$ cat src/include/nmea_defs.svh
`ifndef NMEA_DEFS_SVH
`define NMEA_DEFS_SVH

// System clock of 125 MHz
`define NMEA_CLK_FREQ 125_000_000

// Fast serial rate so that each bit lasts 16 clocks
`define NMEA_BAUD_RATE 7_812_500
`define NMEA_CLKS_PER_BIT (`NMEA_CLK_FREQ / `NMEA_BAUD_RATE)

// Equal PPS samples required before the filtered level follows
`define NMEA_PPS_DEBOUNCE 5

`define NMEA_HEADER "GPZDA,"
`define NMEA_HEADER_LEN 6

`endif

$ cat src/logic/uart_pkg.sv
package uart_pkg;

    // One received character on a valid-only stream
    typedef struct packed {
        logic [7:0] data;
        logic       valid;
    } byte_beat_t;

endpackage

$ cat src/logic/nmea_pkg.sv
package nmea_pkg;

    // Binary time of day as kept by the time keeper
    typedef struct packed {
        logic [4:0] hour;
        logic [5:0] minute;
        logic [5:0] second;
    } time_of_day_t;

    // One decoded two-digit field of the ZDA sentence
    typedef struct packed {
        logic [6:0] value;
        logic [1:0] index;  // 0 hour, 1 minute, 2 second
        logic       valid;
    } field_beat_t;

endpackage

$ cat src/logic/uart_rx.sv
`timescale 1ns/1ns
`include "nmea_defs.svh"

module uart_rx (
    input  logic                 clk,
    input  logic                 rst,
    input  logic                 rx,
    output uart_pkg::byte_beat_t rx_beat
);
    localparam int CPB   = `NMEA_CLKS_PER_BIT;
    localparam int CNT_W = $clog2(CPB + 1);
    localparam logic [CNT_W-1:0] HALF_BIT = CNT_W'(CPB / 2 - 1);
    localparam logic [CNT_W-1:0] FULL_BIT = CNT_W'(CPB - 1);

    typedef enum logic [1:0] {IDLE, START, DATA, STOP} state_t;

    logic [1:0]       sync_q;
    logic             rx_s;
    state_t           state;
    logic [CNT_W-1:0] bit_cnt;   // Clock cycles within the current bit
    logic [2:0]       bit_idx;
    logic [7:0]       shift_q;

    assign rx_s = sync_q[1];

    // Line idles high, so the synchronizer starts there too
    always_ff @(posedge clk) begin
        if (rst) begin
            sync_q <= 2'b11;
        end else begin
            sync_q <= {sync_q[0], rx};
        end
    end

    always_ff @(posedge clk) begin
        if (rst) begin
            state         <= IDLE;
            bit_cnt       <= '0;
            bit_idx       <= '0;
            rx_beat.valid <= 1'b0;
        end else begin
            rx_beat.valid <= 1'b0;
            case (state)
                IDLE: begin
                    bit_cnt <= '0;
                    if (!rx_s) state <= START;
                end
                START: begin
                    // Half a bit later we sit in the middle of the start bit
                    if (bit_cnt == HALF_BIT) begin
                        bit_cnt <= '0;
                        bit_idx <= '0;
                        state   <= rx_s ? IDLE : DATA;  // High again means a glitch
                    end else begin
                        bit_cnt <= bit_cnt + 1'b1;
                    end
                end
                DATA: begin
                    if (bit_cnt == FULL_BIT) begin
                        bit_cnt <= '0;
                        shift_q <= {rx_s, shift_q[7:1]};  // LSB arrives first
                        bit_idx <= bit_idx + 1'b1;
                        if (bit_idx == 3'd7) state <= STOP;
                    end else begin
                        bit_cnt <= bit_cnt + 1'b1;
                    end
                end
                default: begin
                    if (bit_cnt == FULL_BIT) begin
                        state <= IDLE;
                        if (rx_s) begin  // Framing error drops the byte
                            rx_beat.valid <= 1'b1;
                            rx_beat.data  <= shift_q;
                        end
                    end else begin
                        bit_cnt <= bit_cnt + 1'b1;
                    end
                end
            endcase
        end
    end

    a_single_beat: assert property (@(posedge clk) disable iff (rst)
        rx_beat.valid |=> !rx_beat.valid);

endmodule

$ cat src/logic/zda_search.sv
`timescale 1ns/1ns
`include "nmea_defs.svh"

module zda_search (
    input  logic                 clk,
    input  logic                 rst,
    input  uart_pkg::byte_beat_t in_beat,
    output logic                 header_seen,
    output uart_pkg::byte_beat_t payload_beat
);
    localparam int HDR_LEN     = `NMEA_HEADER_LEN;
    localparam int PAYLOAD_LEN = 6;  // hhmmss
    localparam int IDX_W       = $clog2(HDR_LEN);
    localparam int CNT_W       = $clog2(PAYLOAD_LEN + 1);
    localparam logic [8*HDR_LEN-1:0] HEADER = `NMEA_HEADER;

    logic [IDX_W-1:0] match_idx;   // Header characters matched so far
    logic [CNT_W-1:0] remaining;   // Payload bytes still to forward
    logic [7:0]       expected;
    logic [7:0]       first_char;

    // The first header character sits in the top byte of the string
    assign expected   = HEADER[8*(HDR_LEN-1-int'(match_idx)) +: 8];
    assign first_char = HEADER[8*HDR_LEN-1 -: 8];

    always_ff @(posedge clk) begin
        if (rst) begin
            match_idx          <= '0;
            remaining          <= '0;
            header_seen        <= 1'b0;
            payload_beat.valid <= 1'b0;
        end else begin
            header_seen        <= 1'b0;
            payload_beat.valid <= 1'b0;
            if (in_beat.valid) begin
                if (remaining != '0) begin
                    payload_beat.valid <= 1'b1;
                    payload_beat.data  <= in_beat.data;
                    remaining          <= remaining - 1'b1;
                end else if (in_beat.data == expected) begin
                    if (match_idx == IDX_W'(HDR_LEN - 1)) begin
                        match_idx   <= '0;
                        header_seen <= 1'b1;
                        remaining   <= CNT_W'(PAYLOAD_LEN);
                    end else begin
                        match_idx <= match_idx + 1'b1;
                    end
                end else begin
                    // A broken match may still start a fresh header on this byte
                    match_idx <= (in_beat.data == first_char) ? IDX_W'(1) : '0;
                end
            end
        end
    end

endmodule

$ cat src/logic/time_field_decoder.sv
`timescale 1ns/1ns

module time_field_decoder (
    input  logic                  clk,
    input  logic                  rst,
    input  logic                  new_sentence,
    input  uart_pkg::byte_beat_t  digit_beat,
    output nmea_pkg::field_beat_t field_beat
);
    logic       have_tens;  // Tens digit of the current pair is stored
    logic [3:0] tens_q;
    logic [3:0] units;
    logic [1:0] field_idx;

    // ASCII digits carry their value in the low nibble
    assign units = digit_beat.data[3:0];

    always_ff @(posedge clk) begin
        if (rst) begin
            have_tens        <= 1'b0;
            field_idx        <= '0;
            field_beat.valid <= 1'b0;
        end else begin
            field_beat.valid <= 1'b0;
            if (new_sentence) begin
                have_tens <= 1'b0;
                field_idx <= '0;
            end else if (digit_beat.valid) begin
                if (!have_tens) begin
                    tens_q    <= units;
                    have_tens <= 1'b1;
                end else begin
                    have_tens        <= 1'b0;
                    field_beat.valid <= 1'b1;
                    field_beat.value <= 7'(tens_q) * 7'd10 + 7'(units);
                    field_beat.index <= field_idx;
                    field_idx        <= (field_idx == 2'd2) ? 2'd0 : field_idx + 2'd1;
                end
            end
        end
    end

endmodule

$ cat src/logic/time_keeper.sv
`timescale 1ns/1ns
`include "nmea_defs.svh"

module time_keeper (
    input  logic                   clk,
    input  logic                   rst,
    input  logic                   pps_in,
    input  nmea_pkg::field_beat_t  field_beat,
    output nmea_pkg::time_of_day_t time_now,
    output logic                   time_valid,
    output logic                   pps_tick,
    output logic [31:0]            subsec
);
    localparam int DEB = `NMEA_PPS_DEBOUNCE;

    logic [DEB-1:0] pps_shift;
    logic           pps_level;    // Filtered PPS
    logic           pps_level_q;
    logic [2:0]     loaded;       // One bit per field index

    // The level only moves once every sample in the window agrees
    always_ff @(posedge clk) begin
        if (rst) begin
            pps_shift   <= '0;
            pps_level   <= 1'b0;
            pps_level_q <= 1'b0;
            pps_tick    <= 1'b0;
        end else begin
            pps_shift <= {pps_shift[DEB-2:0], pps_in};
            if (&pps_shift) pps_level <= 1'b1;
            else if (~|pps_shift) pps_level <= 1'b0;
            pps_level_q <= pps_level;
            pps_tick    <= pps_level & ~pps_level_q;
        end
    end

    always_ff @(posedge clk) begin
        if (rst) subsec <= '0;
        else if (pps_tick) subsec <= '0;  // Sub-second count restarts at each second
        else subsec <= subsec + 32'd1;
    end

    always_ff @(posedge clk) begin
        if (rst) begin
            time_now   <= '0;
            loaded     <= '0;
            time_valid <= 1'b0;
        end else begin
            time_valid <= &loaded;
            if (field_beat.valid) begin
                case (field_beat.index)
                    2'd0: begin
                        time_now.hour <= 5'(field_beat.value);
                        loaded[0]     <= 1'b1;
                    end
                    2'd1: begin
                        time_now.minute <= 6'(field_beat.value);
                        loaded[1]       <= 1'b1;
                    end
                    default: begin
                        time_now.second <= 6'(field_beat.value);
                        loaded[2]       <= 1'b1;
                    end
                endcase
            end else if (pps_tick && time_valid) begin
                if (time_now.second == 6'd59) begin
                    time_now.second <= '0;
                    if (time_now.minute == 6'd59) begin
                        time_now.minute <= '0;
                        time_now.hour   <= (time_now.hour == 5'd23) ? 5'd0 : time_now.hour + 5'd1;
                    end else begin
                        time_now.minute <= time_now.minute + 6'd1;
                    end
                end else begin
                    time_now.second <= time_now.second + 6'd1;
                end
            end
        end
    end

    a_time_range: assert property (@(posedge clk) disable iff (rst)
        time_valid |-> (time_now.hour < 5'd24) && (time_now.minute < 6'd60)
                       && (time_now.second < 6'd60));

endmodule

$ cat src/logic/gnss_time_top.sv
`timescale 1ns/1ns

module gnss_time_top (
    input  logic                   clk,
    input  logic                   rst,
    input  logic                   uart_rx_line,
    input  logic                   pps_in,
    output logic                   header_seen,
    output nmea_pkg::time_of_day_t time_now,
    output logic                   time_valid,
    output logic [31:0]            subsec,
    output logic                   pps_tick
);
    import uart_pkg::*;
    import nmea_pkg::*;

    byte_beat_t  rx_beat;       // Every received character
    byte_beat_t  payload_beat;  // Characters after the ZDA header
    field_beat_t field_beat;

    uart_rx uart_rx_i (
        .clk     (clk),
        .rst     (rst),
        .rx      (uart_rx_line),
        .rx_beat (rx_beat)
    );

    zda_search zda_search_i (
        .clk          (clk),
        .rst          (rst),
        .in_beat      (rx_beat),
        .header_seen  (header_seen),
        .payload_beat (payload_beat)
    );

    // header_seen also realigns the decoder to the hour field
    time_field_decoder time_field_decoder_i (
        .clk          (clk),
        .rst          (rst),
        .new_sentence (header_seen),
        .digit_beat   (payload_beat),
        .field_beat   (field_beat)
    );

    time_keeper time_keeper_i (
        .clk        (clk),
        .rst        (rst),
        .pps_in     (pps_in),
        .field_beat (field_beat),
        .time_now   (time_now),
        .time_valid (time_valid),
        .pps_tick   (pps_tick),
        .subsec     (subsec)
    );

endmodule

$ cat config.mk
export PLATFORM = sky130hd
export DESIGN_NAME = gnss_time_top
export DESIGN_NICKNAME = d
export VERILOG_FILES = /design/src/logic/uart_pkg.sv /design/src/logic/nmea_pkg.sv /design/src/logic/uart_rx.sv /design/src/logic/zda_search.sv /design/src/logic/time_field_decoder.sv /design/src/logic/time_keeper.sv /design/src/logic/gnss_time_top.sv
export VERILOG_INCLUDE_DIRS = /design/src /design/src/include
export SDC_FILE = /design/constraint.sdc
export NUM_CORES = 1
export LEC_CHECK = 0
export BUFFER_PORTS_ARGS = -buffer_cell sky130_fd_sc_hd__buf_2
export CORE_MARGIN = 5
export CORE_UTILIZATION = 63
export DETAILED_ROUTE_END_ITERATION = 6
export PLACE_DENSITY = 0.94
export SYNTH_ARGS = -nofsm -noshare
export SYNTH_HDL_FRONTEND = slang
export SYNTH_SLANG_ARGS = --single-unit
export TNS_END_PERCENT = 20
$ cat constraint.sdc
create_clock -name clk -period 6.1 [get_ports clk]
set_input_delay 0 -clock clk [delete_from_list [all_inputs] [get_ports clk]]
set_output_delay 0 -clock clk [all_outputs]
set_load 0.005 [all_outputs]
### After elaboration in Yosys (flattened, before gate mapping)

Index checks and enable logic that the tools add are counted.

| storage, ports and cells | value |
|---|---|
| flip-flop bits (word level) | 118 |
| word-level logic and storage cells | 153 |
| output and inout port bits | 52 |

| operators by class | value |
|---|---|
| reductions and logical operators | 38 |
| equality and inequality tests | 22 |
| multiplexer cells | 38 |
| shift-type cells | 1 |
| $add $sub $neg | 11 |
| bitwise operators | 12 |
| $mul | 1 |

Operators with widths:

| kind | count |
|---|---|
| $shiftx 48x32->8 const A | 1 |
| $mux 17 | 2 |
| $add 32x1->32 const B | 1 |
| $mux 5 | 6 |
| $mux 6 | 4 |
| $mux 3 | 7 |
| $reduce_and 3->1 | 6 |
| $reduce_and 4->1 | 4 |
| $pmux 5 s3 | 1 |
| $mux 2 | 7 |
| $add 6x1->6 const B | 2 |
| $eq 6x6->1 const B | 2 |
| $ne 2x1->1 const B | 6 |
| $reduce_and 2->1 | 6 |
| $reduce_bool 2->1 | 6 |
| $mux 11 | 1 |
| $not 1->1 | 11 |
| $add 5x1->5 const B | 2 |
| $reduce_and 5->1 | 2 |
| $reduce_or 5->1 | 2 |
| $eq 8x7->1 const B | 1 |
| $eq 8x8->1 | 1 |
| $mux 1 | 8 |
| $reduce_or 2->1 | 4 |
| other kinds (22) | 30 |

### Logic depth before layout (Yosys ltp)

Gate-level depths: netlist (run 1).

| logic depth | value |
|---|---|
| depth after elaboration | 6 |
| depth in mapped cells | 10 |

### Hierarchy

A second synthesis (run 1) with hierarchy kept.

| unflattened totals | value |
|---|---|
| cells, all modules | 586 |
| area total of the unflattened synthesis | 5995.8 µm² |

Modules (own cells, without submodules):

| module | cells an instance | instances | area each (µm²) | sequential area each (µm²) |
|---|---|---|---|---|
| time_keeper | 333 | 1 | 2935.3 | 1221.2 |
| uart_rx | 105 | 1 | 1285.0 | 740.7 |
| zda_search | 95 | 1 | 1003.5 | 400.4 |
| time_field_decoder | 53 | 1 | 772.0 | 470.5 |

### Worst setup path before layout (run 1)

OpenSTA, ideal clock, no wires.

| path | value |
|---|---|
| kind | flip-flop to flip-flop |
| start | register zda_search_i.match_idx[1] |
| end | register zda_search_i.remaining[1] |
| cell stages (with the launch flop) | 11 |
| slack | 3.616 ns |
| arrival | 2.398 ns |
| cells stage by stage | dfxtp_1 buf_6 inv_1 ha_1 buf_6 nor2_2 a221oi_1 o31a_1 or4_4 o211a_1 a211oi_1 |

| between the ends | value |
|---|---|
| word-level cells in the longest chain between the ends | 5 |

Ends and longest elaborated chain:

| element | line | RTL |
|---|---|---|
| from (decl) | zda_search.sv:17 | `logic [IDX_W-1:0] match_idx;` |
| from (signal assigned) | zda_search.sv:46 | `match_idx <= match_idx + 1'b1;` |
| from (signal assigned) | zda_search.sv:50 | `match_idx <= (in_beat.data == first_char) ? IDX_W'(1) : '0;` |
| $sub 3x3->4 | zda_search.sv:23 | `assign expected = HEADER[8*(HDR_LEN-1-int'(match_idx)) +: 8];` |
| $shiftx 48x32->8 | zda_search.sv:23 |  |
| $eq 8x8->1 | zda_search.sv:40 | `end else if (in_beat.data == expected) begin` |
| $reduce_bool 2->1 (no source line) | n/a |  |
| $reduce_and 3->1 (no source line) (*) | n/a |  |
| to (signal assigned) | zda_search.sv:39 | `remaining <= remaining - 1'b1;` |
| to (signal assigned) | zda_search.sv:44 | `remaining <= CNT_W'(PAYLOAD_LEN);` |
| to (decl) | zda_search.sv:18 | `logic [CNT_W-1:0] remaining;` |

Mark *: on every way between the ends. The rest lies on a longest branch, timed or not.
A chain may end at the register's enable or synchronous reset.

### Worst setup path in the final report (run 1)

Same ends and word-level chain as after synthesis.

==> results of run 1 <==
## cell type report
class                           instances  share of cell area, %
Clock inverter                         13                   2.63
Tap cell                              108                   2.10
Timing Repair Buffer                   58                   4.71
Multi-Input combinational cell        401                   40.4
Clock buffer                           19                   6.90
Inverter                               25                   1.46
Sequential cell                       118                   41.8
## layer usage
metal  global-route usage [%]  up-vias  part of all wire (%)
met5                        0        -                     0
met4                     15.3        0                   4.9
met3                     6.24       73                   6.1
met2                     48.2      253                    51
met1                     32.8     2257                    38
li1                         -     2141                     -
## cells by family (layout without fill, tap and decap cells)
family / Yosys count / after routing / synth area share, %
simple gates: 228 / 228 / 21.9
flops: 118 / 118 / 48.8
compound gates: 104 / 104 / 12.3
buf+inv: 49 / 115 / 3.85
xor+xnor: 35 / 35 / 5.58
fa+ha+maj: 27 / 27 / 6.29
mux: 7 / 7 / 1.30
## what timing repair did
item                                   in CTS  in global routing
endpoints found under the hold margin       2                  0
setup buffers                               0                  0
hold buffers                                2                  0
## state kept, by name, indices dropped and copies added, names as in the netlist, 2 cells and up
name / flops
zda_search_i.match_idx: 3
time_field_decoder_i.field_beat: 9
uart_rx_i.shift_q: 8
time_keeper_i.pps_shift: 5
uart_rx_i.bit_idx: 3
time_keeper_i.subsec: 32
time_keeper_i.time_now: 17
time_field_decoder_i.field_idx: 2
time_field_decoder_i.tens_q: 4
uart_rx_i.bit_cnt: 5
uart_rx_i.rx_beat: 9
uart_rx_i.state: 2
zda_search_i.payload_beat: 5
time_keeper_i.loaded: 3
uart_rx_i.sync_q: 2
zda_search_i.remaining: 3
## power by group through the flow
stage	combinational, mW	clock, mW	sequential, mW
2_1_floorplan	0.0497	0	0.831
3_3_place_gp	0.0591	0	0.832
3_5_place_dp	0.0657	0	0.833
4_1_cts	0.0739	1.04	0.817
5_1_grt	0.0814	1.08	0.818
6_report	0.0756	1.04	0.818
## critical path, stage by stage (launching register included)
cell,delay (ns)
dfxtp_1,0.59
inv_1,0.12
ha_1,0.49
and2_1,0.20
a221oi_1,0.09
o31a_1,0.30
or4_4,0.55
o211a_1,0.22
a211oi_1,0.22
## Yosys cell counts, types with 3 or more instances
master	n
a21o_1	3
or2_2	3
edfxtp_1	32
o211ai_1	6
nand3_1	26
a21oi_1	26
and3_1	7
mux2i_1	6
nand4_1	9
nor4_1	4
a211oi_1	7
dfxtp_1	86
xor2_1	20
o31ai_1	6
nand2b_1	7
and4_1	5
nor3_2	3
or3_1	5
clkbuf_1	16
buf_6	3
nor2b_1	11
o21a_1	3
o21ai_0	25
nor3_1	15
or4b_1	3
ha_1	26
xnor2_1	15
nor2_1	77
nand2_1	30
inv_1	25
nor3b_1	4
buf_1	3
a22oi_1	9
## path summary, 6_finish.rpt
| check | end | from | depth (start not counted) | slack (ns) |
|---|---|---|---|---|
| max | zda_search_i.remaining[1] | zda_search_i.match_idx[1] | 8 | 3.24 |
| min reg2reg | time_keeper_i.pps_tick | time_keeper_i.pps_level_q | 1 | 0.40 |
| min | time_keeper_i.time_now[14] | rst | 3 | 0.09 |
| max reg2reg | zda_search_i.remaining[1] | zda_search_i.match_idx[1] | 8 | 3.24 |
==> impl_metrics.csv, run 1 <==
group,metric,value,unit
grt,grt_pass1_wl,23300,um
yosys,synth_edf_count,32,
clock_tree,cts_resized,0,
placement,hpwlAfterDp,8320,um
clock_tree,clk_path_buf_depth,2,
worst_setup_path,crit_path_start_kind,"flip-flop",
clock_tree,cts-buffers-inserted,17,
power_and_ir_drop,peakVddDrop,0.255,mV
timing,grt_setup_unrepaired,"false",
yosys,synth-seq-cells,118,
power_and_ir_drop,p_switching,0.449,mW
clock_tree,root_buffer,"clkbuf_8",
final_layout,multi_input_area,2600,um2
yosys,seq_area_frac_synth,48.8,%
routing,ant_nets,0,
yosys,netlist_instances,568,
yosys,synth_top_cells_by_area,"dfxtp_1, edfxtp_1, ha_1",
timing,finClkSkew,0.0105,ns
yosys,yosysTopAreaCellShare,31.4,%
clock_tree,clk_pin_slew,0.06,ns
floorplan,coreArea,8590,um2
final_layout,final_cells,742,
power_and_ir_drop,leakage,2.51,nW
clock_tree,insertion_delay,0.53,ns
timing,tightest_slew,1.04,ns
power_and_ir_drop,switching_share,23.2,%
worst_setup_path,crit_type,"reg -> reg",
worst_setup_path,crit_required,6.53,ns
grt,grt_max_degree,58,
yosys,synth_ff_type,"dfxtp_1",
worst_hold_path,min_path_type,"in -> reg",
routing,via_per_inst,6.37,
floorplan,rows,34,
timing,fin_hold_ws,0.0903,ns
worst_setup_path,worstSetupEndpointType,"flip-flop",
final_layout,nNetsFinal,652,
floorplan,die_h,103,um
power_and_ir_drop,clock_power_share,53.7,%
clock_tree,cts_sinks,118,
floorplan,dieArea,10700,um2
routing,drtIter0Drc,408,
floorplan,die_w,103,um
clock_tree,cts_tree,"done",
routing,drc_errors,1,
placement,dp_slack,3.28,ns
power_and_ir_drop,powerDensity,301,nW/um2
final_layout,regArea,2680,um2
final_layout,diodes,0,
timing,fin_crit,2.86,ns
routing,dr.pass1.iters,7,
yosys,post-synth-top-area-cell,"dfxtp_1",
timing,report.final.slew_viol_count,0,
yosys,netlist_area,5490,um2
grt,grt_usage,28.2,%
placement,placed_cells,708,
timing,final_hold_viol_count,0,
placement,place_congestion,0.923,
timing,fin_ws,3.24,ns
yosys,yosysWarnings,0,
final_layout,final_cell_mix,"dfxtp_1, nor2_1, buf_2",
final_layout,drive_gt1_share,15.8,%
final_layout,area.growth.synth_to_final,17.0,%
final_layout,finalInstanceArea,6420,um2
clock_tree,cts-htree-levels,4,
power_and_ir_drop,p_seq_share,42.3,%
routing,routed_wl,14400,um
yosys,async_flop_share,0,%
timing,fin_setup_tns,0,ns
power_and_ir_drop,combPwrFrac,3.9,%
placement,place_area,5790,um2
worst_setup_path,path_max_fanout,14,
run,cap_violations,0,
yosys,syn_nets,599,
worst_setup_path,cp.arrival,3.30,ns
power_and_ir_drop,totalPowerFinal,1.93,mW
yosys,synth_cell_types,65,
yosys,syn_avg_cell_area,9.67,um2
floorplan,start_util,63.9,%
run_status,status,"complete, but fails checks",
timing,period_share,46.9,%
routing,wl_per_cell,19.4,um
floorplan,io_pins,56,
grt,grt_antenna_before_repair,0,
timing,setup_violations,0,
power_and_ir_drop,p_int,1.48,mW
final_layout,fin_util,74.8,%
run_status,violations,"DRC",
placement,io_buffers,55,
timing,slew_headroom,30.0,%
final_layout,final_common_cell,"dfxtp_1",
timing,max_freq,350,MHz
grt,gr-total-overflow,0,
routing,num_vias,4724,
grt,first_global_vias,4693,
final_layout,num-fill-cells,500,
(Power assumes the default switching activity.)
==> run 2, diff against run 1 <==
--- a/config.mk
+++ b/config.mk
@@ -8,9 +8,9 @@
 export LEC_CHECK = 0
 export BUFFER_PORTS_ARGS = -buffer_cell sky130_fd_sc_hd__buf_2
 export CORE_MARGIN = 5
-export CORE_UTILIZATION = 63
+export CORE_UTILIZATION = 53
 export DETAILED_ROUTE_END_ITERATION = 6
-export PLACE_DENSITY = 0.94
+export PLACE_DENSITY = 0.86
 export SYNTH_ARGS = -nofsm -noshare
 export SYNTH_HDL_FRONTEND = slang
 export SYNTH_SLANG_ARGS = --single-unit
==> constraint.sdc (replaced) <==
create_clock -name clk -period 2.4 [get_ports clk]
set_input_delay 0 -clock clk [delete_from_list [all_inputs] [get_ports clk]]
set_output_delay 0 -clock clk [all_outputs]
set_load 0.005 [all_outputs]
==> run 2 against run 1 <==
  * The run now ends clean
  * Global-route usage decreased by 7.8 points
  * Count of clock-buffer cells in the layout grew 7
  * Hold slack better by 0.10 ns
  * Die area rose by 17%
  * Sequential cell count stayed put
  * Critical path type unchanged
==> impl_metrics.csv, run 2 (synthesis results as in run 1) <==
group,metric,value,unit
placement,place_congestion,0.825,
floorplan,die_h,112,um
clock_tree,clk_path_buf_depth,2,
final_layout,final_cell_mix,"dfxtp_1, nor2_1, buf_2",
final_layout,largest_reg_flops,32,
final_layout,largest-register,"time_keeper_i.subsec",
clock_tree,cts-buffers-inserted,17,
grt,grt_max_degree,33,
power_and_ir_drop,p_int,3.71,mW
power_and_ir_drop,p_seq_share,44.2,%
worst_setup_path,crit_type,"reg -> reg",
power_and_ir_drop,leakage,2.58,nW
final_layout,final_common_cell,"dfxtp_1",
grt,grt_usage,20.4,%
worst_setup_path,rr_worst_depth,9,
final_layout,multi_input_area,2640,um2
worst_setup_path,worst-path-buf-inv,2,
power_and_ir_drop,clock_power_share,51.8,%
timing,max_freq,431,MHz
timing,slew_headroom,30.7,%
floorplan,start_util,53.7,%
worst_hold_path,min_from,"uart_rx_line",
clock_tree,root_buffer,"clkbuf_8",
routing,drc_errors,0,
run,cap_violations,0,
final_layout,drive_gt1_share,18.7,%
placement,io_buffers,55,
timing,report.final.slew_viol_count,0,
worst_setup_path,worstSetupEndpointType,"flip-flop",
grt,first_global_vias,4356,
timing,grt_setup_unrepaired,"true",
final_layout,top_regs,"time_keeper_i.subsec (32), time_keeper_i.time_now (17)",
final_layout,final_cells,782,
worst_setup_path,path_max_fanout,8,
worst_setup_path,r2r-end,"zda_search_i.remaining[1]",
power_and_ir_drop,powerDensity,714,nW/um2
routing,drtIter0Drc,465,
worst_setup_path,rrSetupSlack,0.08,ns
placement,place_area,5920,um2
grt,grt_antenna_before_repair,0,
floorplan,rows,37,
worst_setup_path,crit_path_start_kind,"flip-flop",
final_layout,diodes,0,
worst_setup_path,crit_required,2.78,ns
timing,tightest_slew,1.03,ns
worst_setup_path,slowest_delay,0.54,ns
routing,routed_wl,12300,um
worst_setup_path,path_delay_family,"compound AO/OA/AOI/OAI gates",
timing,setup_violations,0,
routing,ant_nets,0,
power_and_ir_drop,switching_share,21.2,%
clock_tree,insertion_delay,0.52,ns
grt,gr-total-overflow,0,
run_status,status,"finished clean",
final_layout,regArea,2690,um2
worst_hold_path,min_path_type,"in -> reg",
clock_tree,cts-htree-levels,4,
routing,via_per_inst,5.68,
clock_tree,cts_tree,"done",
worst_setup_path,crit_slowest_cell,"or4b_4",
final_layout,finalInstanceArea,6590,um2
worst_setup_path,worstReg2RegStart,"zda_search_i.match_idx[2]",
final_layout,nNetsFinal,665,
routing,wl_per_cell,15.7,um
placement,placed_cells,747,
timing,final_hold_viol_count,0,
timing,period_share,96.7,%
worst_hold_path,whs_endpoint,"uart_rx_i.sync_q[0]",
routing,num_vias,4445,
grt,grt_pass1_wl,21000,um
power_and_ir_drop,peakVddDrop,0.375,mV
routing,dr.pass1.iters,5,
clock_tree,cts_sinks,118,
power_and_ir_drop,combPwrFrac,4.0,%
clock_tree,clk_pin_slew,0.06,ns
worst_setup_path,crit_chain,"inv_1 > ha_4 > buf_4 > nand2b_1 > or4b_4 > o31a_1 > a21o_1 > o21ai_0 > a211oi_2",
worst_hold_path,worstHoldPathCells,3,
power_and_ir_drop,p_switching,0.994,mW
floorplan,dieArea,12500,um2
final_layout,num-fill-cells,736,
floorplan,coreArea,10200,um2
placement,hpwlAfterDp,8120,um
floorplan,io_pins,56,
floorplan,die_w,112,um
timing,fin_crit,2.32,ns
timing,finClkSkew,0.00755,ns
worst_setup_path,cp.arrival,2.71,ns
final_layout,area.growth.synth_to_final,19.9,%
run 2: power by group through the flow:
| stage | registers [mW] | logic, mW | clock network [mW] |
|---|---|---|---|
| after CTS | 2.08 | 0.177 | 2.47 |
| after detailed placement | 2.12 | 0.171 | 0 |
| after global placement | 2.11 | 0.160 | 0 |
| after global routing | 2.08 | 0.212 | 2.57 |
| final | 2.08 | 0.190 | 2.43 |
| after floorplan | 2.11 | 0.126 | 0 |
run 2: final cells by class:
cell class                 instances  share of cell area (%)
timing repair buffer              71                    6.12
sequential                       118                    40.8
multi-input combinational        401                    40.1
clock inverter                     5                   0.456
inverter                          25                    1.43
tap                              136                    2.58
clock buffer                      26                    8.53
run 2: worst max-delay path by stage:
stage                                    from  depth (start not counted)                         to  slack [ns]
detailed placement  zda_search_i.match_idx[2]                          8  zda_search_i.remaining[1]       0.005
global placement    zda_search_i.match_idx[2]                          8  zda_search_i.remaining[1]        0.08
CTS                 zda_search_i.match_idx[2]                          9  zda_search_i.remaining[1]       0.004
floorplan           zda_search_i.match_idx[1]                         10  zda_search_i.remaining[1]        0.06
global route        zda_search_i.match_idx[2]                          9  zda_search_i.remaining[1]       -0.04
finish              zda_search_i.match_idx[2]                          9  zda_search_i.remaining[1]        0.08
run 2: stage by stage:
| step | util, % | TNS [ns] | hold WS [ns] | worst slack [ns] | power [mW] |
|---|---|---|---|---|---|
| global placement | 57.9 | 0 | 0.182 | 0.0770 | 2.27 |
| global route | 64.4 | -0.0623 | 0.194 | -0.0418 | 4.86 |
| CTS | 64.1 | 0 | 0.174 | 0.00392 | 4.72 |
| finish | 64.4 | 0 | 0.191 | 0.0786 | 4.70 |
| detailed placement | 57.9 | 0 | 0.185 | 0.00510 | 2.29 |
| floorplan | - | 0 | 0.104 | 0.0618 | 2.24 |
run 2: what timing repair did:
action	4_1_cts	5_1_grt
gates resized for setup	3	5
pin swaps	0	5
cloned	0	0
hold endpoints to repair	13	0
endpoints found under the setup margin	3	11
buffers inserted	0	1
hold buffers	3	0
run 2: routing by layer:
| layer | global-route usage, % | wire [um] |
|---|---|---|
| met5 | 0 | 0 |
| met4 | 9.81 | 370 |
| met3 | 5.38 | 630 |
| met2 | 34.2 | 6160 |
| met1 | 24.3 | 5130 |
run 2: worst register-to-register path, stage by stage, from the launching register on:
cell	delay, ns
dfxtp_2	0.35
inv_1	0.08
ha_4	0.32
buf_4	0.14
nand2b_1	0.10
or4b_4	0.54
o31a_1	0.15
a21o_1	0.19
o21ai_0	0.22
a211oi_2	0.09
